--- src/source/rv_pkg.sv ---
package rv_pkg;

    localparam int xlen = 32;

    // ==================================================
    // Major opcodes and CSR addresses
    // ==================================================
    localparam logic [6:0] op_lui    = 7'b0110111;
    localparam logic [6:0] op_auipc  = 7'b0010111;
    localparam logic [6:0] op_jal    = 7'b1101111;
    localparam logic [6:0] op_jalr   = 7'b1100111;
    localparam logic [6:0] op_branch = 7'b1100011;
    localparam logic [6:0] op_load   = 7'b0000011;
    localparam logic [6:0] op_store  = 7'b0100011;
    localparam logic [6:0] op_imm    = 7'b0010011;
    localparam logic [6:0] op_reg    = 7'b0110011;
    localparam logic [6:0] op_system = 7'b1110011;

    localparam logic [11:0] addr_mstatus = 12'h300;
    localparam logic [11:0] addr_mtvec   = 12'h305;
    localparam logic [11:0] addr_mepc    = 12'h341;
    localparam logic [11:0] addr_mcause  = 12'h342;

    typedef enum logic [3:0] {
        add, sub, sll, srl, sra, xor_op, or_op, and_op, slt, sltu, eq, pass_b
    } alu_op_t;

    typedef enum logic [1:0] {a_rs1, a_pc, a_zero} src_a_t;
    typedef enum logic [1:0] {b_rs2, b_imm, b_csr, b_zero} src_b_t;
    typedef enum logic [1:0] {wb_alu, wb_load, wb_pc4, wb_csr} wb_sel_t;
    typedef enum logic [1:0] {csr_mstatus, csr_mtvec, csr_mepc, csr_mcause} csr_sel_t;

    // ==================================================
    // Instruction formats, one view per encoding
    // ==================================================
    typedef struct packed {
        logic [6:0] funct7;
        logic [4:0] rs2;
        logic [4:0] rs1;
        logic [2:0] funct3;
        logic [4:0] rd;
        logic [6:0] opcode;
    } r_fmt_t;

    typedef struct packed {
        logic [11:0] imm12;
        logic [4:0]  rs1;
        logic [2:0]  funct3;
        logic [4:0]  rd;
        logic [6:0]  opcode;
    } i_fmt_t;

    typedef struct packed {
        logic [6:0] imm_hi;
        logic [4:0] rs2;
        logic [4:0] rs1;
        logic [2:0] funct3;
        logic [4:0] imm_lo;
        logic [6:0] opcode;
    } s_fmt_t;

    typedef struct packed {
        logic       imm_12;
        logic [5:0] imm_10_5;
        logic [4:0] rs2;
        logic [4:0] rs1;
        logic [2:0] funct3;
        logic [3:0] imm_4_1;
        logic       imm_11;
        logic [6:0] opcode;
    } b_fmt_t;

    typedef struct packed {
        logic [19:0] imm20;
        logic [4:0]  rd;
        logic [6:0]  opcode;
    } u_fmt_t;

    typedef struct packed {
        logic       imm_20;
        logic [9:0] imm_10_1;
        logic       imm_11;
        logic [7:0] imm_19_12;
        logic [4:0] rd;
        logic [6:0] opcode;
    } j_fmt_t;

    typedef union packed {
        r_fmt_t r_fmt;
        i_fmt_t i_fmt;
        s_fmt_t s_fmt;
        b_fmt_t b_fmt;
        u_fmt_t u_fmt;
        j_fmt_t j_fmt;
    } inst_u;

    typedef struct packed {
        alu_op_t  alu_op;
        src_a_t   src_a;
        src_b_t   src_b;
        wb_sel_t  wb_sel;
        logic     reg_wen;
        logic     mem_wen;
        logic     mem_ren;
        logic     branch;
        logic     branch_invert;  // Flips eq/slt/sltu for bne, bge and bgeu
        logic     jump;
        logic     jump_reg;
        logic     csr_wen;
        csr_sel_t csr_sel;
        logic     ecall;
        logic     mret;
    } ctrl_t;

endpackage

--- src/source/reg_csr_file.sv ---
`timescale 1ns/100ps

module reg_csr_file (
    input  logic                       clk,
    input  logic                       arst_n,
    input  logic [4:0]                 rs1,
    input  logic [4:0]                 rs2,
    input  logic [4:0]                 rd,
    input  logic [rv_pkg::xlen-1:0]    rd_value,
    input  logic                       reg_wen,
    input  rv_pkg::csr_sel_t           csr_sel,
    input  logic                       csr_wen,
    input  logic [rv_pkg::xlen-1:0]    csr_wdata,
    input  logic                       ecall,
    input  logic [rv_pkg::xlen-1:0]    pc,
    output logic [rv_pkg::xlen-1:0]    rs1_value,
    output logic [rv_pkg::xlen-1:0]    rs2_value,
    output logic [rv_pkg::xlen-1:0]    csr_value,
    output logic [rv_pkg::xlen-1:0]    mtvec,
    output logic [rv_pkg::xlen-1:0]    mepc,
    output logic [rv_pkg::xlen-1:0]    a0
);

    logic [rv_pkg::xlen-1:0] regs  [1:31];
    logic [rv_pkg::xlen-1:0] csr_q [4];

    // ==================================================
    // General registers
    // ==================================================
    always_ff @(posedge clk or negedge arst_n) begin
        if (!arst_n) begin
            for (int i = 1; i < 32; i++) begin
                regs[i] <= '0;
            end
        end else if (reg_wen && rd != 5'd0) begin  // x0 stays zero
            regs[rd] <= rd_value;
        end
    end

    assign rs1_value = (rs1 == 5'd0) ? '0 : regs[rs1];
    assign rs2_value = (rs2 == 5'd0) ? '0 : regs[rs2];
    assign a0        = regs[10];

    // ==================================================
    // Machine CSRs
    // ==================================================
    always_ff @(posedge clk or negedge arst_n) begin
        if (!arst_n) begin
            for (int i = 0; i < 4; i++) begin
                csr_q[i] <= '0;
            end
        end else if (ecall) begin
            // Trap entry wins over any CSR write
            csr_q[rv_pkg::csr_mepc]   <= pc;
            csr_q[rv_pkg::csr_mcause] <= 32'd11;  // Environment call from M-mode
        end else if (csr_wen) begin
            csr_q[csr_sel] <= csr_wdata;
        end
    end

    assign csr_value = csr_q[csr_sel];
    assign mtvec     = csr_q[rv_pkg::csr_mtvec];
    assign mepc      = csr_q[rv_pkg::csr_mepc];

endmodule

--- config.mk ---
export PLATFORM = sky130hd
export DESIGN_NAME = reg_csr_file
export DESIGN_NICKNAME = d
export VERILOG_FILES = /design/src/source/rv_pkg.sv /design/src/source/reg_csr_file.sv
export SDC_FILE = /design/constraint.sdc
export NUM_CORES = 2
export LEC_CHECK = 0
export BUFFER_PORTS_ARGS = -buffer_cell sky130_fd_sc_hd__buf_4
export CAP_MARGIN = 20
export CORE_MARGIN = 2
export CORE_UTILIZATION = 46
export CTS_CLUSTER_DIAMETER = 60
export DETAILED_ROUTE_END_ITERATION = 16
export SYNTH_ARGS = -nofsm -noshare
export SYNTH_HDL_FRONTEND = slang
export SYNTH_SLANG_ARGS = --single-unit
--- constraint.sdc ---
create_clock -name clk -period 8 [get_ports clk]
set_clock_uncertainty 0.05 [all_clocks]
set_input_delay 2.4 -clock clk [delete_from_list [all_inputs] [get_ports clk]]
set_output_delay 2.4 -clock clk [all_outputs]
set_load 0.01 [all_outputs]
==> qor.csv <==
stage,metric,value,unit
status,status,"complete, no violations",
worst_setup_path,Critical Path AT,4.89,ns
layout,# nets final,4243,
clocking,"Setup Fix Bufs, Post-CTS",0,
sta,fmax,136.3,MHz
worst_hold_path,beginning of the worst hold path,csr_q[30],
layout,"Core Util, Final",52.52,%
clocking,clk_lat worst skew,0.78,ns
layout,Syn-to-layout area delta,13.15,%
layout,Multi-input gate area,0.02880,mm^2
logic_synthesis,Syn Inst Count,4051,
worst_setup_path,cell mode on critical path,buf_4,
run,Max Cap Violations,0,
worst_setup_path,worst path required time,5.55,ns
worst_setup_path,Worst path top cell family by delay,compound AO/OA/AOI/OAI gates,
clocking,# resized after CTS,0,
logic_synthesis,Mapped Nets,4169,
clocking,Max clock buf depth,3,
sta,"Min Clock Period, post-route",7.336,ns
worst_setup_path,crit path cell chain,buf_8 > nor2b_4 > buf_4 > a221o_1 > a32oi_1 > a311oi_1 > buf_4,
drt,final wirelength,197300,um
floorplanning,area of the core,0.1278,mm^2
sta,Final Hold Viols,0,
clocking,clock sinks,1120,
logic_synthesis,Yosys cell types,43,
worst_hold_path,Hold Path Depth,1,
grt,largest net degree at the start of global routing,164,
grt,GR Overflow Total,0,
power_and_ir_drop,Pleak,29.33,nW
clocking,H-tree depth,4,
grt,vias in the first global route,39080,
grt,first-pass GRT wire length,286500,um
floorplanning,initial cell density of the core,46.41,%
layout,most frequent cells in the layout,"1,164 x mux2_2, 1,120 x dfrtp_1, 426 x mux4_2",
worst_setup_path,RR Endpoint,a0[17],
floorplanning,I/O Pins,310,
floorplanning,floorplan row count,131,
layout,register area,0.02803,mm^2
layout,fill cell count,10777,
worst_hold_path,worst min-delay path class,flip-flop to flip-flop,
sta,max-slew violations,0,
power_and_ir_drop,Peak VDD IR,0.2280,mV
logic_synthesis,Synth warnings,0,
layout,"most common cell after layout, fill and taps aside",mux2_2,
layout,share of cells above drive strength 1,54.68,%
drt,DR vias,39154,
drt,DRT Pass-1 Iters,6,
worst_setup_path,Worst R2R Setup Slack,6.98,ns
place,DP HPWL,117600,um
clocking,Worst-path clk slew,0.05,ns
grt,GRT Util Overall,29.89,%
floorplanning,Total Die Area,0.1319,mm^2
worst_setup_path,Critical R2R Launch,a0[17],
worst_setup_path,WP buf/inv,3,
logic_synthesis,register area share after synthesis,47.23,%
worst_setup_path,slowest cell delay on critical path,0.76,ns
logic_synthesis,Mapped Area,0.05934,mm^2
sta,Finish-stage setup viols,0,
grt,initial antenna violation count,5,
place,Port Buf Inserts,309,
drt,drt drc,0,
sta,Final WS setup,0.6640,ns
clocking,CTS root buffer,clkbuf_16,
sta,worst slew pin tran,1.223,ns
drt,drt initial violations,4130,
worst_setup_path,slowest CP cell,a311oi_1,
worst_setup_path,critical path launch point type,primary input,
logic_synthesis,Synth Register Bits,1120,
clocking,CTS buffer count,135,
logic_synthesis,syn avg cell area,14.65,um^2
place,Final Wtd Congestion,0.8298,
worst_setup_path,R2R depth,1,
sta,RSZ-0062 raised after global routing,no,
floorplanning,Die W,363.2,um
worst_setup_path,crit path capture type,output port,
sta,period utilization,91.70,%
drt,remaining antenna violation count,0,
sta,Slew HR,18.30,%
worst_setup_path,crit-path max FO,27,
floorplanning,die extent in y,363.2,um
worst_setup_path,worst setup path class,primary input to output port,
worst_hold_path,Worst Hold End,csr_q[30],
drt,DR vias/cell,6.644,
place,dpl ws,0.6834,ns
drt,Avg WL per Cell,33.47,um
sta,setup TNS,0,ns
power_and_ir_drop,pwr/cell area,258.6,mW/mm^2
clocking,CTS tree,done,
clocking,Post-CTS Hold Buffers,0,
flip-flops by register name (all words and copies together) (netlist names):
register  cells
mtvec        32
regs        960
csr_q        64
a0           32
mepc         32
through the flow:
step / instance area [um^2] / hold WS (ns) / total power [mW] / cells
after global routing: 67140 / 0.4665 / 18.07 / 5892
after detailed placement: 62660 / 0.4365 / 11.22 / 5650
after floorplan: 59340 / 0.4178 / 9.994 / 4051
after global placement: 62640 / 0.4318 / 11.13 / 5649
after CTS: 67140 / 0.4546 / 17.44 / 5892
final: 67140 / 0.4511 / 17.36 / 5893
power by group:
part / internal [mW] / switching [mW] / leakage, nW
logic: 2.12 / 1.45 / 12.9
registers: 6.75 / 0.839 / 14.3
clock network: 3.66 / 2.54 / 2.21
cells in the mapped netlist (all sizes together):
cell type  number  area share [%]
and4            1           0.015
mux2         1164              22
nor2           21            0.13
o22a            3           0.044
a22o           29            0.43
and3            4           0.042
nand4          22            0.23
a211oi          9            0.11
or2             2           0.021
a32oi          34            0.50
nor3            3           0.025
and2            5           0.053
o22ai          34            0.36
and3b           1           0.015
clkbuf        184             1.2
o21ai           1          0.0084
nand2b         55            0.58
o211ai          2           0.025
nor3b           6           0.084
a221o          63             1.1
a221oi         26            0.38
nor2b          14            0.15
a21oi          18            0.15
or3b            1           0.015
a31oi           3           0.032
o21a            1           0.013
nand2         155            0.98
mux2i         139             2.3
mux4          426              16
a311oi         24            0.35
dfrtp        1120              47
a211o           1           0.015
buf           329             3.5
a31o            1           0.015
nand3b          5           0.063
inv             3           0.019
a22oi          94             1.2
nand3          48            0.40
area by class of cell:
class	instances	share of cell area [%]
Antenna cell	1	0.003727
Clock buffer	201	6.129
Clock inverter	41	0.5423
Inverter	3	0.01863
Multi-Input combinational cell	2415	42.90
Sequential cell	1120	41.74
Tap cell	1662	3.097
Timing Repair Buffer	450	5.570
kinds of logic after synthesis:
family	Yosys count	synth area share [%]
muxes	1729	40.60
DFF	1120	47.23
buffers and inverters	516	4.660
AOI/OAI and AO/OA	343	4.696
and+or+nand+nor	343	2.811
layer usage:
| layer | track usage, % | vias to the layer above | routed length, um |
|---|---|---|---|
| li1 | - | 15664 | - |
| met5 | 0 | - | 39 |
| met3 | 7.063 | 350 | 15980 |
| met4 | 9.462 | 6 | 6073 |
| met2 | 45.06 | 1695 | 89600 |
| met1 | 42.86 | 21439 | 85570 |
worst max path at each step:
stage           start       endpoint  slack (ns)  cells past startpoint
5_1_grt        rs2[0]  rs2_value[17]        0.59                      7
2_1_floorplan  rs1[0]  rs1_value[29]        1.56                      6
4_1_cts        rs2[1]   rs2_value[6]        0.67                      7
6_report       rs2[1]   rs2_value[6]        0.66                      7
3_3_place_gp   rs2[1]   rs2_value[6]        0.62                      7
3_5_place_dp   rs2[1]   rs2_value[6]        0.68                      7
Note: power is estimated with default switching activity, not from simulation.
