## src/source/rv_pkg.sv

```systemverilog
package rv_pkg;

    localparam int xlen = 32;

    // ==================================================
    // Major opcodes and CSR addresses
    // ==================================================
    localparam logic [6:0] op_lui    = 7'b0110111;
    localparam logic [6:0] op_auipc  = 7'b0010111;
    localparam logic [6:0] op_jal    = 7'b1101111;
    localparam logic [6:0] op_jalr   = 7'b1100111;
    localparam logic [6:0] op_branch = 7'b1100011;
    localparam logic [6:0] op_load   = 7'b0000011;
    localparam logic [6:0] op_store  = 7'b0100011;
    localparam logic [6:0] op_imm    = 7'b0010011;
    localparam logic [6:0] op_reg    = 7'b0110011;
    localparam logic [6:0] op_system = 7'b1110011;

    localparam logic [11:0] addr_mstatus = 12'h300;
    localparam logic [11:0] addr_mtvec   = 12'h305;
    localparam logic [11:0] addr_mepc    = 12'h341;
    localparam logic [11:0] addr_mcause  = 12'h342;

    typedef enum logic [3:0] {
        add, sub, sll, srl, sra, xor_op, or_op, and_op, slt, sltu, eq, pass_b
    } alu_op_t;

    typedef enum logic [1:0] {a_rs1, a_pc, a_zero} src_a_t;
    typedef enum logic [1:0] {b_rs2, b_imm, b_csr, b_zero} src_b_t;
    typedef enum logic [1:0] {wb_alu, wb_load, wb_pc4, wb_csr} wb_sel_t;
    typedef enum logic [1:0] {csr_mstatus, csr_mtvec, csr_mepc, csr_mcause} csr_sel_t;

    // ==================================================
    // Instruction formats, one view per encoding
    // ==================================================
    typedef struct packed {
        logic [6:0] funct7;
        logic [4:0] rs2;
        logic [4:0] rs1;
        logic [2:0] funct3;
        logic [4:0] rd;
        logic [6:0] opcode;
    } r_fmt_t;

    typedef struct packed {
        logic [11:0] imm12;
        logic [4:0]  rs1;
        logic [2:0]  funct3;
        logic [4:0]  rd;
        logic [6:0]  opcode;
    } i_fmt_t;

    typedef struct packed {
        logic [6:0] imm_hi;
        logic [4:0] rs2;
        logic [4:0] rs1;
        logic [2:0] funct3;
        logic [4:0] imm_lo;
        logic [6:0] opcode;
    } s_fmt_t;

    typedef struct packed {
        logic       imm_12;
        logic [5:0] imm_10_5;
        logic [4:0] rs2;
        logic [4:0] rs1;
        logic [2:0] funct3;
        logic [3:0] imm_4_1;
        logic       imm_11;
        logic [6:0] opcode;
    } b_fmt_t;

    typedef struct packed {
        logic [19:0] imm20;
        logic [4:0]  rd;
        logic [6:0]  opcode;
    } u_fmt_t;

    typedef struct packed {
        logic       imm_20;
        logic [9:0] imm_10_1;
        logic       imm_11;
        logic [7:0] imm_19_12;
        logic [4:0] rd;
        logic [6:0] opcode;
    } j_fmt_t;

    typedef union packed {
        r_fmt_t r_fmt;
        i_fmt_t i_fmt;
        s_fmt_t s_fmt;
        b_fmt_t b_fmt;
        u_fmt_t u_fmt;
        j_fmt_t j_fmt;
    } inst_u;

    typedef struct packed {
        alu_op_t  alu_op;
        src_a_t   src_a;
        src_b_t   src_b;
        wb_sel_t  wb_sel;
        logic     reg_wen;
        logic     mem_wen;
        logic     mem_ren;
        logic     branch;
        logic     branch_invert;  // Flips eq/slt/sltu for bne, bge and bgeu
        logic     jump;
        logic     jump_reg;
        logic     csr_wen;
        csr_sel_t csr_sel;
        logic     ecall;
        logic     mret;
    } ctrl_t;

endpackage

```

## src/source/inst_decoder.sv

```systemverilog
`timescale 1ns/100ps

module inst_decoder (
    input  rv_pkg::inst_u              inst,
    output logic [4:0]                 rs1,
    output logic [4:0]                 rs2,
    output logic [4:0]                 rd,
    output logic [rv_pkg::xlen-1:0]    imm,
    output rv_pkg::ctrl_t              ctrl
);

    // Shared by register and immediate ALU forms
    function automatic rv_pkg::alu_op_t alu_from_funct(input logic [2:0] funct3,
                                                       input logic alt);
        case (funct3)
            3'b000:  return alt ? rv_pkg::sub : rv_pkg::add;
            3'b001:  return rv_pkg::sll;
            3'b010:  return rv_pkg::slt;
            3'b011:  return rv_pkg::sltu;
            3'b100:  return rv_pkg::xor_op;
            3'b101:  return alt ? rv_pkg::sra : rv_pkg::srl;
            3'b110:  return rv_pkg::or_op;
            default: return rv_pkg::and_op;
        endcase
    endfunction

    assign rs1 = inst.r_fmt.rs1;
    assign rs2 = inst.r_fmt.rs2;
    assign rd  = inst.r_fmt.rd;

    always_comb begin
        ctrl = '0;  // Defaults to a harmless add with no writes
        imm  = '0;
        case (inst.r_fmt.opcode)
            rv_pkg::op_lui: begin
                imm          = {inst.u_fmt.imm20, 12'b0};
                ctrl.alu_op  = rv_pkg::pass_b;
                ctrl.src_a   = rv_pkg::a_zero;
                ctrl.src_b   = rv_pkg::b_imm;
                ctrl.reg_wen = 1'b1;
            end
            rv_pkg::op_auipc: begin
                imm          = {inst.u_fmt.imm20, 12'b0};
                ctrl.src_a   = rv_pkg::a_pc;
                ctrl.src_b   = rv_pkg::b_imm;
                ctrl.reg_wen = 1'b1;
            end
            rv_pkg::op_jal: begin
                imm = {{11{inst.j_fmt.imm_20}}, inst.j_fmt.imm_20, inst.j_fmt.imm_19_12,
                       inst.j_fmt.imm_11, inst.j_fmt.imm_10_1, 1'b0};
                ctrl.jump    = 1'b1;
                ctrl.wb_sel  = rv_pkg::wb_pc4;
                ctrl.reg_wen = 1'b1;
            end
            rv_pkg::op_jalr: begin
                imm           = {{20{inst.i_fmt.imm12[11]}}, inst.i_fmt.imm12};
                ctrl.src_b    = rv_pkg::b_imm;
                ctrl.jump_reg = 1'b1;
                ctrl.wb_sel   = rv_pkg::wb_pc4;
                ctrl.reg_wen  = 1'b1;
            end
            rv_pkg::op_branch: begin
                imm = {{19{inst.b_fmt.imm_12}}, inst.b_fmt.imm_12, inst.b_fmt.imm_11,
                       inst.b_fmt.imm_10_5, inst.b_fmt.imm_4_1, 1'b0};
                ctrl.branch        = 1'b1;
                ctrl.branch_invert = inst.b_fmt.funct3[0];
                case (inst.b_fmt.funct3[2:1])
                    2'b00:   ctrl.alu_op = rv_pkg::eq;
                    2'b10:   ctrl.alu_op = rv_pkg::slt;
                    default: ctrl.alu_op = rv_pkg::sltu;
                endcase
            end
            rv_pkg::op_load: begin
                imm          = {{20{inst.i_fmt.imm12[11]}}, inst.i_fmt.imm12};
                ctrl.src_b   = rv_pkg::b_imm;
                ctrl.mem_ren = 1'b1;
                ctrl.wb_sel  = rv_pkg::wb_load;
                ctrl.reg_wen = 1'b1;
            end
            rv_pkg::op_store: begin
                imm          = {{20{inst.s_fmt.imm_hi[6]}}, inst.s_fmt.imm_hi, inst.s_fmt.imm_lo};
                ctrl.src_b   = rv_pkg::b_imm;
                ctrl.mem_wen = 1'b1;
            end
            rv_pkg::op_imm: begin
                if (inst.i_fmt.funct3[1:0] == 2'b01) begin
                    imm = {27'b0, inst.i_fmt.imm12[4:0]};  // Shift amount
                end else begin
                    imm = {{20{inst.i_fmt.imm12[11]}}, inst.i_fmt.imm12};
                end
                ctrl.alu_op  = alu_from_funct(inst.i_fmt.funct3,
                                              inst.r_fmt.funct7[5] && inst.i_fmt.funct3 == 3'b101);
                ctrl.src_b   = rv_pkg::b_imm;
                ctrl.reg_wen = 1'b1;
            end
            rv_pkg::op_reg: begin
                ctrl.alu_op  = alu_from_funct(inst.r_fmt.funct3, inst.r_fmt.funct7[5]);
                ctrl.reg_wen = 1'b1;
            end
            rv_pkg::op_system: begin
                if (inst == 32'h0000_0073) begin
                    ctrl.ecall = 1'b1;
                end else if (inst == 32'h3020_0073) begin
                    ctrl.mret = 1'b1;
                end else if (inst.i_fmt.funct3 == 3'b001 || inst.i_fmt.funct3 == 3'b010) begin
                    // CSRRW passes rs1 through, CSRRS ors it into the old value
                    ctrl.alu_op  = inst.i_fmt.funct3[1] ? rv_pkg::or_op : rv_pkg::add;
                    ctrl.src_b   = inst.i_fmt.funct3[1] ? rv_pkg::b_csr : rv_pkg::b_zero;
                    ctrl.csr_wen = 1'b1;
                    ctrl.wb_sel  = rv_pkg::wb_csr;
                    ctrl.reg_wen = 1'b1;
                end
                case (inst.i_fmt.imm12)
                    rv_pkg::addr_mtvec:  ctrl.csr_sel = rv_pkg::csr_mtvec;
                    rv_pkg::addr_mepc:   ctrl.csr_sel = rv_pkg::csr_mepc;
                    rv_pkg::addr_mcause: ctrl.csr_sel = rv_pkg::csr_mcause;
                    default:             ctrl.csr_sel = rv_pkg::csr_mstatus;
                endcase
            end
            default: begin
                ctrl = '0;
            end
        endcase
    end

endmodule

```

## config.mk

```make
export PLATFORM = sky130hd
export DESIGN_NAME = inst_decoder
export DESIGN_NICKNAME = d
export VERILOG_FILES = /design/src/source/rv_pkg.sv /design/src/source/inst_decoder.sv
export SDC_FILE = /design/constraint.sdc
export NUM_CORES = 1
export LEC_CHECK = 0
export BUFFER_PORTS_ARGS = -buffer_cell sky130_fd_sc_hd__buf_2
export CORE_MARGIN = 4
export CORE_UTILIZATION = 42
export DETAILED_ROUTE_END_ITERATION = 8
export PLACE_DENSITY = 0.93
export SLEW_MARGIN = 40
export SYNTH_ARGS = -nofsm -noshare
export SYNTH_HDL_FRONTEND = slang
export SYNTH_SLANG_ARGS = --single-unit
```

## constraint.sdc

```tcl
create_clock -name vclk -period 4.3
set_input_delay 0.86 -clock vclk [all_inputs]
set_output_delay 0.86 -clock vclk [all_outputs]
set_load 0.01 [all_outputs]
```

==> flow_summary.json <==
{
  "grt_use_met3": 0.0290,
  "num-nets-final": 274,
  "cp-start-kind": "primary input",
  "slew_headroom": 0.663,
  "hp-start": "inst[15]",
  "cts_hold_repair.buffers": 0,
  "nFillCells": 240,
  "port_buffers": 101,
  "syn2layout_area_growth_pct": 34.1,
  "finalSetupViolCount": 0,
  "status": "completed",
  "io_pins": 101,
  "design_area_um2": 1400,
  "grt_antenna_before_repair": 0,
  "cts-resized-gates": 0,
  "ys_warn_count": 0,
  "hold_end": "rs1[0]",
  "core-area_um2": 2280,
  "cts_setup_buffers": 0,
  "drv_slew": 0,
  "final_common_cell": "buf_2",
  "power_w": 0.0000888,
  "worst_slack_ns": 0.971,
  "setup.worst_path.end_class": "primary output",
  "vias": 1491,
  "peakVddDrop_v": 0.0000347,
  "max_cap_viol_count": 0,
  "grt_usage": 0.220,
  "overflow": 0,
  "netlist_area_um2": 1040,
  "dp_cells": 268,
  "drc_errors": 0,
  "synth_area_per_cell_um2": 6.17,
  "synth_nets": 201,
  "crit_chain": "buf_2 > nand4bb_1 > nor4_4 > nand3_2 > nor4_2 > buf_2",
  "wl_mm": 3.89,
  "ys_seq_area_frac": 0,
  "postPlaceCellArea_um2": 1400,
  "drt_iter0_drc": 60,
  "grt_max_degree": 16,
  "wl_per_cell_um": 14.5,
  "fp.dieH_um": 57.8,
  "drt-vias-per-instance": 5.56,
  "setup_tns_ns": 0,
  "layout.cells.non_filler": 268,
  "hp-class": "primary input to primary output",
  "whs_path_depth": 2,
  "syn_inst": 169,
  "rows": 17,
  "dieArea_um2": 3340,
  "p_leak_nw": 0.895,
  "multi_input_area_um2": 820,
  "dr.pass1.iters": 4,
  "slowest_stage": "nand4bb_1",
  "antenna_cells": 0,
  "gr-max-usage-layer": "met2",
  "antenna_left": 0,
  "fin_crit_ns": 3.33,
  "hold_violations": 0,
  "fmax_mhz": 300,
  "grt_pass1_vias": 1384,
  "crit_type": "primary input to primary output",
  "crit_family": "simple AND/OR/NAND/NOR gates",
  "slowest_delay_ns": 0.47,
  "mostFrequentLayoutCells": "buf_2, nand2_1, nand3_1",
  "grt_first_pass_wirelength_mm": 6.27,
  "fp.dieW_um": 57.8,
  "post-place-ws_ns": 0.979,
  "pwr_density_cell_nw_per_um2": 63.5,
  "cp.required_ns": 3.44,
  "grt_use_met2": 0.382,
  "design.seq.count": 0,
  "finalCritPeriodShare": 0.774,
  "gp_congestion": 0.883,
  "worstMarginPinSlew_ns": 0.506,
  "dp_hpwl_mm": 3.14,
  "ys_types": 48,
  "rsz0062_at_grt": "false",
  "crit_top_cell": "buf_2",
  "clkbuf_count": 0,
  "crit_arrival_ns": 2.47,
  "register_area_um2": 0,
  "cp.buffers_inverters": 2,
  "path_max_fanout": 9,
  "initial_utilization": 0.458,
  "use_met1": 0.296,
  "drive_gt1_frac": 0.475
}
==> cell usage after synthesis (2+ instances only) <==
| master | n | area share |
|---|---|---|
| nand2_1 | 20 | 0.072 |
| xnor2_1 | 2 | 0.017 |
| buf_4 | 16 | 0.12 |
| a22oi_1 | 2 | 0.014 |
| nor2b_1 | 10 | 0.060 |
| o311ai_0 | 2 | 0.017 |
| o21ai_0 | 4 | 0.019 |
| nor2_1 | 8 | 0.029 |
| or3_1 | 3 | 0.018 |
| and3_2 | 2 | 0.014 |
| nand2b_1 | 3 | 0.018 |
| a21oi_1 | 6 | 0.029 |
| or4_4 | 2 | 0.022 |
| a22o_1 | 4 | 0.034 |
| nand3_1 | 18 | 0.086 |
| inv_1 | 7 | 0.025 |
| nor3_1 | 6 | 0.029 |
| a21o_1 | 8 | 0.058 |
| nor4_1 | 6 | 0.036 |
| buf_2 | 6 | 0.029 |
| clkbuf_1 | 6 | 0.022 |
| o32ai_1 | 2 | 0.017 |
==> stage by stage <==
stage | utilization | hold slack [ns]
2_1_floorplan | - | 1.77
3_3_place_gp | 0.614 | 1.94
3_5_place_dp | 0.614 | 1.94
4_1_cts | 0.614 | 1.94
5_1_grt | 0.614 | 1.95
6_report | 0.614 | 1.94
==> layout make-up <==
class / count / share of cell area
inverter: 8 / 0.0215
timing repair buffer: 102 / 0.367
multi-input combinational: 130 / 0.586
tap: 28 / 0.0251
==> where the power goes <==
part / internal [W] / leakage [nW] / switching (W)
combinational: 0.0000354 / 0.895 / 0.0000533
sequential: 0 / 0 / 0
clock: 0 / 0 / 0
total: 0.0000354 / 0.895 / 0.0000533
==> routing by layer <==
metal / wire length (um) / part of all wire
met4: 32 / 0.0082
met3: 360 / 0.093
met5: 0 / 0
met2: 1850 / 0.48
met1: 1650 / 0.42
==> logic make-up after synthesis <==
kind of cell | synth area share
XOR/XNOR | 0.0168
AO/OA/AOI/OAI | 0.253
AND/OR/NAND/NOR | 0.516
buffers and inverters | 0.214
==> worst max path at each step <==
stage            start       end  slack [ns]  depth (start not counted)
3_3_place_gp   inst[2]    imm[0]        1.01                          6
4_1_cts        inst[2]   ctrl[0]        0.97                          6
5_1_grt        inst[2]   ctrl[0]        0.81                          6
6_report       inst[2]   ctrl[0]        0.97                          6
2_1_floorplan  inst[2]  ctrl[11]        1.34                          6
3_5_place_dp   inst[2]   ctrl[0]        0.98                          6
Power figures use the tool's default switching activity.
