$ cat src/source/rv_pkg.sv
package rv_pkg;

    localparam int xlen = 32;

    // ==================================================
    // Major opcodes and CSR addresses
    // ==================================================
    localparam logic [6:0] op_lui    = 7'b0110111;
    localparam logic [6:0] op_auipc  = 7'b0010111;
    localparam logic [6:0] op_jal    = 7'b1101111;
    localparam logic [6:0] op_jalr   = 7'b1100111;
    localparam logic [6:0] op_branch = 7'b1100011;
    localparam logic [6:0] op_load   = 7'b0000011;
    localparam logic [6:0] op_store  = 7'b0100011;
    localparam logic [6:0] op_imm    = 7'b0010011;
    localparam logic [6:0] op_reg    = 7'b0110011;
    localparam logic [6:0] op_system = 7'b1110011;

    localparam logic [11:0] addr_mstatus = 12'h300;
    localparam logic [11:0] addr_mtvec   = 12'h305;
    localparam logic [11:0] addr_mepc    = 12'h341;
    localparam logic [11:0] addr_mcause  = 12'h342;

    typedef enum logic [3:0] {
        add, sub, sll, srl, sra, xor_op, or_op, and_op, slt, sltu, eq, pass_b
    } alu_op_t;

    typedef enum logic [1:0] {a_rs1, a_pc, a_zero} src_a_t;
    typedef enum logic [1:0] {b_rs2, b_imm, b_csr, b_zero} src_b_t;
    typedef enum logic [1:0] {wb_alu, wb_load, wb_pc4, wb_csr} wb_sel_t;
    typedef enum logic [1:0] {csr_mstatus, csr_mtvec, csr_mepc, csr_mcause} csr_sel_t;

    // ==================================================
    // Instruction formats, one view per encoding
    // ==================================================
    typedef struct packed {
        logic [6:0] funct7;
        logic [4:0] rs2;
        logic [4:0] rs1;
        logic [2:0] funct3;
        logic [4:0] rd;
        logic [6:0] opcode;
    } r_fmt_t;

    typedef struct packed {
        logic [11:0] imm12;
        logic [4:0]  rs1;
        logic [2:0]  funct3;
        logic [4:0]  rd;
        logic [6:0]  opcode;
    } i_fmt_t;

    typedef struct packed {
        logic [6:0] imm_hi;
        logic [4:0] rs2;
        logic [4:0] rs1;
        logic [2:0] funct3;
        logic [4:0] imm_lo;
        logic [6:0] opcode;
    } s_fmt_t;

    typedef struct packed {
        logic       imm_12;
        logic [5:0] imm_10_5;
        logic [4:0] rs2;
        logic [4:0] rs1;
        logic [2:0] funct3;
        logic [3:0] imm_4_1;
        logic       imm_11;
        logic [6:0] opcode;
    } b_fmt_t;

    typedef struct packed {
        logic [19:0] imm20;
        logic [4:0]  rd;
        logic [6:0]  opcode;
    } u_fmt_t;

    typedef struct packed {
        logic       imm_20;
        logic [9:0] imm_10_1;
        logic       imm_11;
        logic [7:0] imm_19_12;
        logic [4:0] rd;
        logic [6:0] opcode;
    } j_fmt_t;

    typedef union packed {
        r_fmt_t r_fmt;
        i_fmt_t i_fmt;
        s_fmt_t s_fmt;
        b_fmt_t b_fmt;
        u_fmt_t u_fmt;
        j_fmt_t j_fmt;
    } inst_u;

    typedef struct packed {
        alu_op_t  alu_op;
        src_a_t   src_a;
        src_b_t   src_b;
        wb_sel_t  wb_sel;
        logic     reg_wen;
        logic     mem_wen;
        logic     mem_ren;
        logic     branch;
        logic     branch_invert;  // Flips eq/slt/sltu for bne, bge and bgeu
        logic     jump;
        logic     jump_reg;
        logic     csr_wen;
        csr_sel_t csr_sel;
        logic     ecall;
        logic     mret;
    } ctrl_t;

endpackage

$ cat src/source/exec_alu.sv
`timescale 1ns/100ps

module exec_alu (
    input  rv_pkg::alu_op_t            alu_op,
    input  rv_pkg::src_a_t             src_a,
    input  rv_pkg::src_b_t             src_b,
    input  logic                       branch_invert,
    input  logic [rv_pkg::xlen-1:0]    rs1_value,
    input  logic [rv_pkg::xlen-1:0]    rs2_value,
    input  logic [rv_pkg::xlen-1:0]    csr_value,
    input  logic [rv_pkg::xlen-1:0]    imm,
    input  logic [rv_pkg::xlen-1:0]    pc,
    output logic [rv_pkg::xlen-1:0]    result,
    output logic                       take_branch
);

    logic [rv_pkg::xlen-1:0] op_a;
    logic [rv_pkg::xlen-1:0] op_b;

    always_comb begin
        case (src_a)
            rv_pkg::a_rs1: op_a = rs1_value;
            rv_pkg::a_pc:  op_a = pc;
            default:       op_a = '0;
        endcase
        case (src_b)
            rv_pkg::b_rs2: op_b = rs2_value;
            rv_pkg::b_imm: op_b = imm;
            rv_pkg::b_csr: op_b = csr_value;
            default:       op_b = '0;
        endcase
    end

    always_comb begin
        case (alu_op)
            rv_pkg::add:    result = op_a + op_b;
            rv_pkg::sub:    result = op_a - op_b;
            rv_pkg::sll:    result = op_a << op_b[4:0];
            rv_pkg::srl:    result = op_a >> op_b[4:0];
            rv_pkg::sra:    result = $signed(op_a) >>> op_b[4:0];
            rv_pkg::xor_op: result = op_a ^ op_b;
            rv_pkg::or_op:  result = op_a | op_b;
            rv_pkg::and_op: result = op_a & op_b;
            rv_pkg::slt:    result = {31'b0, $signed(op_a) < $signed(op_b)};
            rv_pkg::sltu:   result = {31'b0, op_a < op_b};
            rv_pkg::eq:     result = {31'b0, op_a == op_b};
            rv_pkg::pass_b: result = op_b;
            default:        result = '0;
        endcase
    end

    assign take_branch = result[0] ^ branch_invert;  // Only meaningful for branches

endmodule

$ cat config.mk
export PLATFORM = sky130hd
export DESIGN_NAME = exec_alu
export DESIGN_NICKNAME = d
export VERILOG_FILES = /design/src/source/rv_pkg.sv /design/src/source/exec_alu.sv
export SDC_FILE = /design/constraint.sdc
export NUM_CORES = 1
export LEC_CHECK = 0
export BUFFER_PORTS_ARGS = -buffer_cell sky130_fd_sc_hd__buf_2
export CAP_MARGIN = 15
export CORE_AREA = 2 2 147 185
export DETAILED_ROUTE_END_ITERATION = 12
export DIE_AREA = 0 0 149 187
export PLACE_DENSITY = 0.66
export SLEW_MARGIN = 20
export SYNTH_ARGS = -nofsm -noshare
export SYNTH_HDL_FRONTEND = slang
export SYNTH_SLANG_ARGS = --single-unit
$ cat constraint.sdc
create_clock -name vclk -period 7.1
set_clock_uncertainty 0.1 [all_clocks]
set_input_delay 0.355 -clock vclk [all_inputs]
set_output_delay 0.355 -clock vclk [all_outputs]
set_load 0.03 [all_outputs]
==> metrics.txt, run 1 <==
post-route minimum period 5620 ps; non-filler cells, final 2003; final setup fails 0; Synth Area per Inst 6.72 um2; PD cells 108 mW/mm2; Placed Cells 2003; Layout area overhead 12.6%; Mapped Area 0.0103 mm2; total grt overflow 0; layout cells sized above 1 0.183; final worst path period share 0.792; Synth cell types 89; initial antenna violation count 1; Post-DRT Antenna Nets 0; post-CTS sizing 0; WP buf/inv 3; crit path kind in -> out; critical path launch point src_b[1]; Syn Inst Count 1530; WHS 919 ps; Port Buffers 202; worst setup margin 1480 ps; Seq Cell Count 0; commonest non-fill, non-tap cell in the layout mux2i_1; hpwl dp 38900 um; initial core utilization 0.391; sequential cell area fraction in the yosys report 0; setup TNS 0 ps; worst slew pin tran 1050 ps; Layout clock buffers 0; vias per cell 6.53; Hold WC Path Type in -> out; YS warnings 0; Tot GR Track Use 0.335; Min-Delay Path Depth 3; critical path's largest stage delay 690 ps; cell mode on critical path buf_2; CP max FO 21; sequential cell area 0 um2; number of max-cap violations 0; row count 67; Worst VDD drop 0.0000549 V; Final nets 1930; crit-path cells buf_2, nor2b_4, o2bb2ai_4, ha_1, inv_1, fa_1, nor2b_1, o311ai_0, a31oi_1, o21bai_1, o211a_1, o311a_1, mux2i_1, a31o_1, a311o_1, buf_2; core area 0.0263 mm2; P_leak 5.37 nW; critical path's top delay family compound AO/OA/AOI/OAI gates; RSZ-0062 raised after global routing false; WL/cell 24.8 um; Die Span X 149 um; vias in the first global route 12.1k; 1st-iter DRT viols 1329; largest net degree at the start of global routing 50; outcome finished, final reports clean; critical path depth 16; die area 0.0279 mm2; Worst Path Required 6640 ps; achievable frequency 0.178 GHz; CP max-delay cell nor2b_4; most frequent cells in the layout mux2i_1 (231), buf_2 (202), nor2_1 (186); WHS Endpoint take_branch; IO Count 202; max_slew headroom 0.293; post-layout util 0.440; hold path start branch_invert; Antenna Cells 0; crit path DAT 5170 ps; Setup Buffers After CTS 0; Post-Route WL 49700 um; routability cong. 1.06; Max Slew Vio Count 0; crit end category output pin; syn_nets 1800; count of final hold-check violations 0; Die H 187 um; worst slack at placement 1550 ps; hold buffer count at cts 0; first-pass GRT wire length 73300 um; Remaining DRCs 0; DR pass1 iterations 7; via count 13.1k; CP startpoint kind primary input
## cells in the mapped netlist (8+ instances only)
library cell,number,area share
a211o_1,11,0.0094
a211oi_1,20,0.015
a21o_1,11,0.0080
a21oi_1,152,0.074
a221o_1,11,0.011
a221oi_1,18,0.015
a22oi_1,21,0.015
a31oi_1,10,0.0061
and3_1,8,0.0049
buf_1,17,0.0062
buf_2,24,0.012
buf_4,11,0.0080
clkbuf_1,60,0.022
ha_1,99,0.12
inv_1,109,0.040
mux2_2,17,0.019
mux2i_1,231,0.22
nand2_1,98,0.036
nand2b_1,13,0.0079
nand3_1,34,0.017
nand4_1,11,0.0067
nor2_1,186,0.068
nor2b_1,8,0.0049
nor3_1,40,0.019
o211ai_1,18,0.013
o21ai_0,80,0.039
o221ai_1,15,0.013
o22ai_1,35,0.021
o31ai_1,10,0.0073
## worst max path at each step
stage	to	slack [ps]
after floorplan	take_branch	2270
after global placement	result[30]	1650
after detailed placement	result[29]	1550
after CTS	result[29]	1540
after global routing	result[29]	1190
final	result[30]	1480
## cells by family (layout without fill, tap and decap cells)
logic type | Yosys count | in the layout | share of synthesized area
xor gates and xnor gates | 9 | 9 | 0.00767
AOI/OAI and AO/OA | 505 | 505 | 0.338
and+or+nand+nor | 436 | 436 | 0.190
buffers and inverters | 230 | 358 | 0.0957
adders and majority gates | 101 | 101 | 0.124
muxes | 249 | 249 | 0.245
## area by class of cell
| cell class | count | area [um2] |
|---|---|---|
| Fill cell | 2841 | 14700 |
| Timing Repair Buffer | 246 | 1340 |
| Multi-Input combinational cell | 1300 | 9380 |
| Inverter | 112 | 420 |
| Tap cell | 345 | 432 |
## report_power, final
group	internal (W)	leakage (nW)	switching (W)
Sequential	0	0	0
Clock	0	0	0
Combinational	0.000422	5.37	0.000833
Total	0.000422	5.37	0.000833
## metrics by stage
stage / power, W / instance area, um2
2_1_floorplan: 0.000841 / 10300
3_3_place_gp: 0.00121 / 11600
3_5_place_dp: 0.00121 / 11600
4_1_cts: 0.00122 / 11600
5_1_grt: 0.00133 / 11600
6_report: 0.00126 / 11600
## layer usage
layer | GRT usage | wire length [um]
met1 | 0.440 | 19800
met2 | 0.546 | 22300
met3 | 0.0327 | 4480
met4 | 0.162 | 3000
met5 | 0 | 16
Power figures use the tool's default switching activity.
==> run 2: changes to the inputs <==
- ABC_AREA: default -> 1
- CORE_AREA: 2 2 147 185 -> 2 2 150 189
- DIE_AREA: 0 0 149 187 -> 0 0 152 191
- PLACE_DENSITY: 0.66 -> 0.69
- clock period: 7.1 -> 4.65 ns (I/O delays scaled with it)
==> metrics.txt, run 2 <==
outcome finished, final reports clean; critical path launch point src_a[0]; Tot GR Track Use 0.426; Gate power share 1.000; syn_nets 2473; Worst VDD drop 0.0000653 V; Max Slew Vio Count 0; DR pass1 iterations 6; clock share of power 0; 1st-iter DRT viols 2079; Port Buffers 202; routability cong. 1.09; crit path DAT 4140 ps; Hold WC Path Type in -> out; initial core utilization 0.395; setup TNS 0 ps; Post-DRT Antenna Nets 0; RSZ-0062 raised after global routing false; commonest non-fill, non-tap cell in the layout nand2_1; post-CTS sizing 0; net switching power 0.00149 W; Post-Route WL 65100 um; Switching Share 0.723; first-pass GRT wire length 94600 um; post-route minimum period 4470 ps; Die H 191 um; worst slew pin tran 881 ps; final worst path period share 0.961; hold buffer count at cts 0; final setup fails 0; achievable frequency 0.224 GHz; cell mode on critical path nand2_1; crit end category output pin; critical path's largest stage delay 450 ps; Flop pwr share 0; layout cells sized above 1 0.126; YS warnings 0; Layout clock buffers 0; top post-synthesis cells by count nand2_1 (696), nand3_1 (418), inv_1 (252); Synth area leader nand2_1; vias in the first global route 15.5k; Synth area leaders nand2_1 (24%), nand3_1 (19%), ha_1 (11%); IO Count 202; sequential cell area fraction in the yosys report 0; Min-Delay Path Depth 5; Antenna Cells 0; P_leak 6.79 nW; Remaining DRCs 0; most frequent cells in the layout nand2_1 (696), nand3_1 (418), inv_1 (252); vias per cell 6.05; Synth Area per Inst 4.90 um2; PD cells 169 mW/mm2; count leader, synth nand2_1; die area 0.0290 mm2; total power 0.00206 W; Layout area overhead 12.8%; CP startpoint kind primary input; CP max FO 19; sequential cell area 0 um2; Setup Buffers After CTS 0; Die Span X 152 um; CP max-delay cell ha_1; top-area cell type share of the netlist area 0.242; largest net degree at the start of global routing 65; Syn Inst Count 2203; Synth cell types 50; Final nets 2632; Mapped Area 0.0108 mm2; via count 16.4k; number of max-cap violations 0; hpwl dp 54000 um; crit path kind in -> out; core area 0.0273 mm2; crit-path cells buf_2, nor2_4, buf_4, nand2_1, o21ai_1, ha_1, inv_1, nand2_1, a21oi_2, nand2_1, nand2_1, nand2_1, nand2_1, nand2_1, nand2_1, nand2_1, nand3_1, nand2_1, nor2_1, nand3_1, buf_2; fill count 3234; Worst setup endpoint result[24]; Internal Power 0.000569 W; row count 68; total grt overflow 0; Seq Cell Count 0; Worst Path Required 4320 ps; max_slew headroom 0.411; WL/cell 24.0 um; initial antenna violation count 0; count of final hold-check violations 0
==> run 2: worst min-delay path by stage <==
stage	to	slack, ps	from
finish	take_branch	750	branch_invert
global placement	take_branch	760	branch_invert
detailed placement	take_branch	740	branch_invert
CTS	take_branch	740	branch_invert
global route	take_branch	780	branch_invert
floorplan	take_branch	610	branch_invert
==> run 2: worst max-delay path, delay by kind of cell <==
family          cells  cell delay [ps]
buf+inv             4              950
simple gates       14             1820
fa+ha+maj           1              450
compound gates      2              640
==> run 2: power groups by stage <==
stage / Sequential [W] / Clock (W) / Combinational, W
finish: 0 / 0 / 0.00206
global placement: 0 / 0 / 0.00197
detailed placement: 0 / 0 / 0.00197
CTS: 0 / 0 / 0.00198
global route: 0 / 0 / 0.00221
floorplan: 0 / 0 / 0.00128
==> run 2: layout make-up <==
type	count	area [um2]	share of cell area
multi-input cells	1833	9300	0.763
repair buffers	258	1430	0.117
inverters	269	1010	0.0833
well taps	350	438	0.0359
==> run 2: routing by layer <==
metal	part of all wire	wire length [um]	global-route usage	vias up
met3	0.081	5260	0.0419	208
met4	0.079	5180	0.274	0
met2	0.47	30400	0.744	979
li1	-	-	-	7606
met5	0	0	0	-
met1	0.37	24300	0.499	7603
==> run 2: cells by family after synthesis <==
kind of cell,Yosys count,synth area share
and+or+nand+nor,1381,0.550
buffers and inverters,370,0.141
AOI/OAI and AO/OA,347,0.188
adders and majority gates,101,0.118
xor gates and xnor gates,4,0.00324
==> run 2: stage by stage <==
| stage | hold slack [ps] | worst slack (ps) | util | cell area [um2] | std cells |
|---|---|---|---|---|---|
| finish | 748 | 180 | 0.446 | 12200 | 2710 |
| global route | 776 | 60.9 | 0.446 | 12200 | 2710 |
| CTS | 743 | 53.5 | 0.446 | 12200 | 2710 |
| detailed placement | 743 | 70.4 | 0.446 | 12200 | 2710 |
| global placement | 759 | 131 | 0.446 | 12200 | 2710 |
| floorplan | 607 | 1080 | - | 10800 | 2203 |
==> run 3: changes to the inputs <==
- PLACE_DENSITY: 0.69 -> 0.66
- clock period: 4.65 -> 4.2 ns (I/O delays scaled with it)
==> metrics.txt, run 3 (synthesis results as in run 2) <==
outcome finished, final reports clean; vias in the first global route 15.9k; final setup fails 0; Layout area overhead 18.1%; crit path kind in -> out; initial antenna violation count 1; initial core utilization 0.395; WL/cell 24.1 um; Post-DRT Antenna Nets 0; final worst path period share 0.981; P_leak 7.14 nW; post-route minimum period 4120 ps; RSZ-0062 raised after global routing false; CP startpoint kind primary input; CP max FO 16; row count 68; layout cells sized above 1 0.151; Worst VDD drop 0.0000943 V; achievable frequency 0.243 GHz; first-pass GRT wire length 96500 um; number of max-cap violations 0; Die Span X 152 um; Port Buffers 202; count of final hold-check violations 0; core area 0.0273 mm2; Post-Route WL 66900 um; crit path DAT 3810 ps; hpwl dp 55500 um; setup TNS 0 ps; vias per cell 6.03; Max Slew Vio Count 0; max_slew headroom 0.390; Layout clock buffers 0; Hold WC Path Type in -> out; most frequent cells in the layout nand2_1 (696), nand3_1 (418), inv_1 (252); routability cong. 1.10; worst slew pin tran 913 ps; Die H 191 um; total grt overflow 0; DR pass1 iterations 8; via count 16.8k; commonest non-fill, non-tap cell in the layout nand2_1; Seq Cell Count 0; PD cells 191 mW/mm2; Tot GR Track Use 0.437; sequential cell area 0 um2; Remaining DRCs 0; Worst Path Required 3890 ps; 1st-iter DRT viols 1885; Final nets 2700; crit end category output pin; IO Count 202; die area 0.0290 mm2; largest net degree at the start of global routing 68; WHS 755 ps
## run 3: metrics by stage
step                      cell area, um2  instances  power [W]  utilization  worst slack (ps)
after floorplan                    10800       2203    0.00142            -               676
after global placement             12700       2776    0.00234        0.466               116
after detailed placement           12700       2776    0.00234        0.466               114
after CTS                          12700       2776    0.00235        0.466               112
after global routing               12800       2778    0.00260        0.467              12.0
final                              12800       2779    0.00244        0.467              78.8
## run 3: worst paths after layout
kind / cells past startpoint / slack (ps) / from / end
worst min-delay path: 4 / 760 / branch_invert / take_branch
worst max-delay path: 20 / 80 / src_b[0] / result[26]
## run 3: cell type report
class / count / area (um2)
Multi-Input combinational cell: 1833 / 9310
Tap cell: 350 / 438
Fill cell: 3232 / 14600
Inverter: 269 / 1010
Antenna cell: 1 / 2.50
Timing Repair Buffer: 326 / 1990
## run 3: repair_timing
action | in CTS | in global routing
setup endpoints to repair | 0 | 3
endpoints found under the hold margin | 0 | 0
hold buffers | 0 | 0
setup buffers | 0 | 2
resized for setup | 0 | 1
## run 3: power breakdown
part | switching (W) | total [W] | internal [W] | leakage [nW]
Sequential | 0 | 0 | 0 | 0
Clock | 0 | 0.00000000000133 | 0.00000000000132 | 0.00000918
Combinational | 0.00171 | 0.00244 | 0.000728 | 7.14
Total | 0.00171 | 0.00244 | 0.000728 | 7.14
## run 3: critical path, cell delays in order
cell	delay (ps)
buf_2	160
inv_2	90
nand2_4	70
buf_4	230
nor2_1	60
a221oi_1	400
buf_4	230
ha_1	350
nor2_1	160
inv_1	100
nor2_1	220
inv_1	130
nor3_1	420
nand3_1	180
nand3_1	100
nand2_1	50
nand3_1	80
nand2_1	140
nand3b_1	220
buf_2	190
## run 3: per-layer routing
metal | global-route usage | vias to the layer above | wire length [um]
met3 | 0.0530 | 255 | 5930
met5 | 0 | - | 0
met4 | 0.332 | 0 | 6380
met2 | 0.726 | 1068 | 29900
met1 | 0.516 | 7695 | 24800
li1 | - | 7733 | -
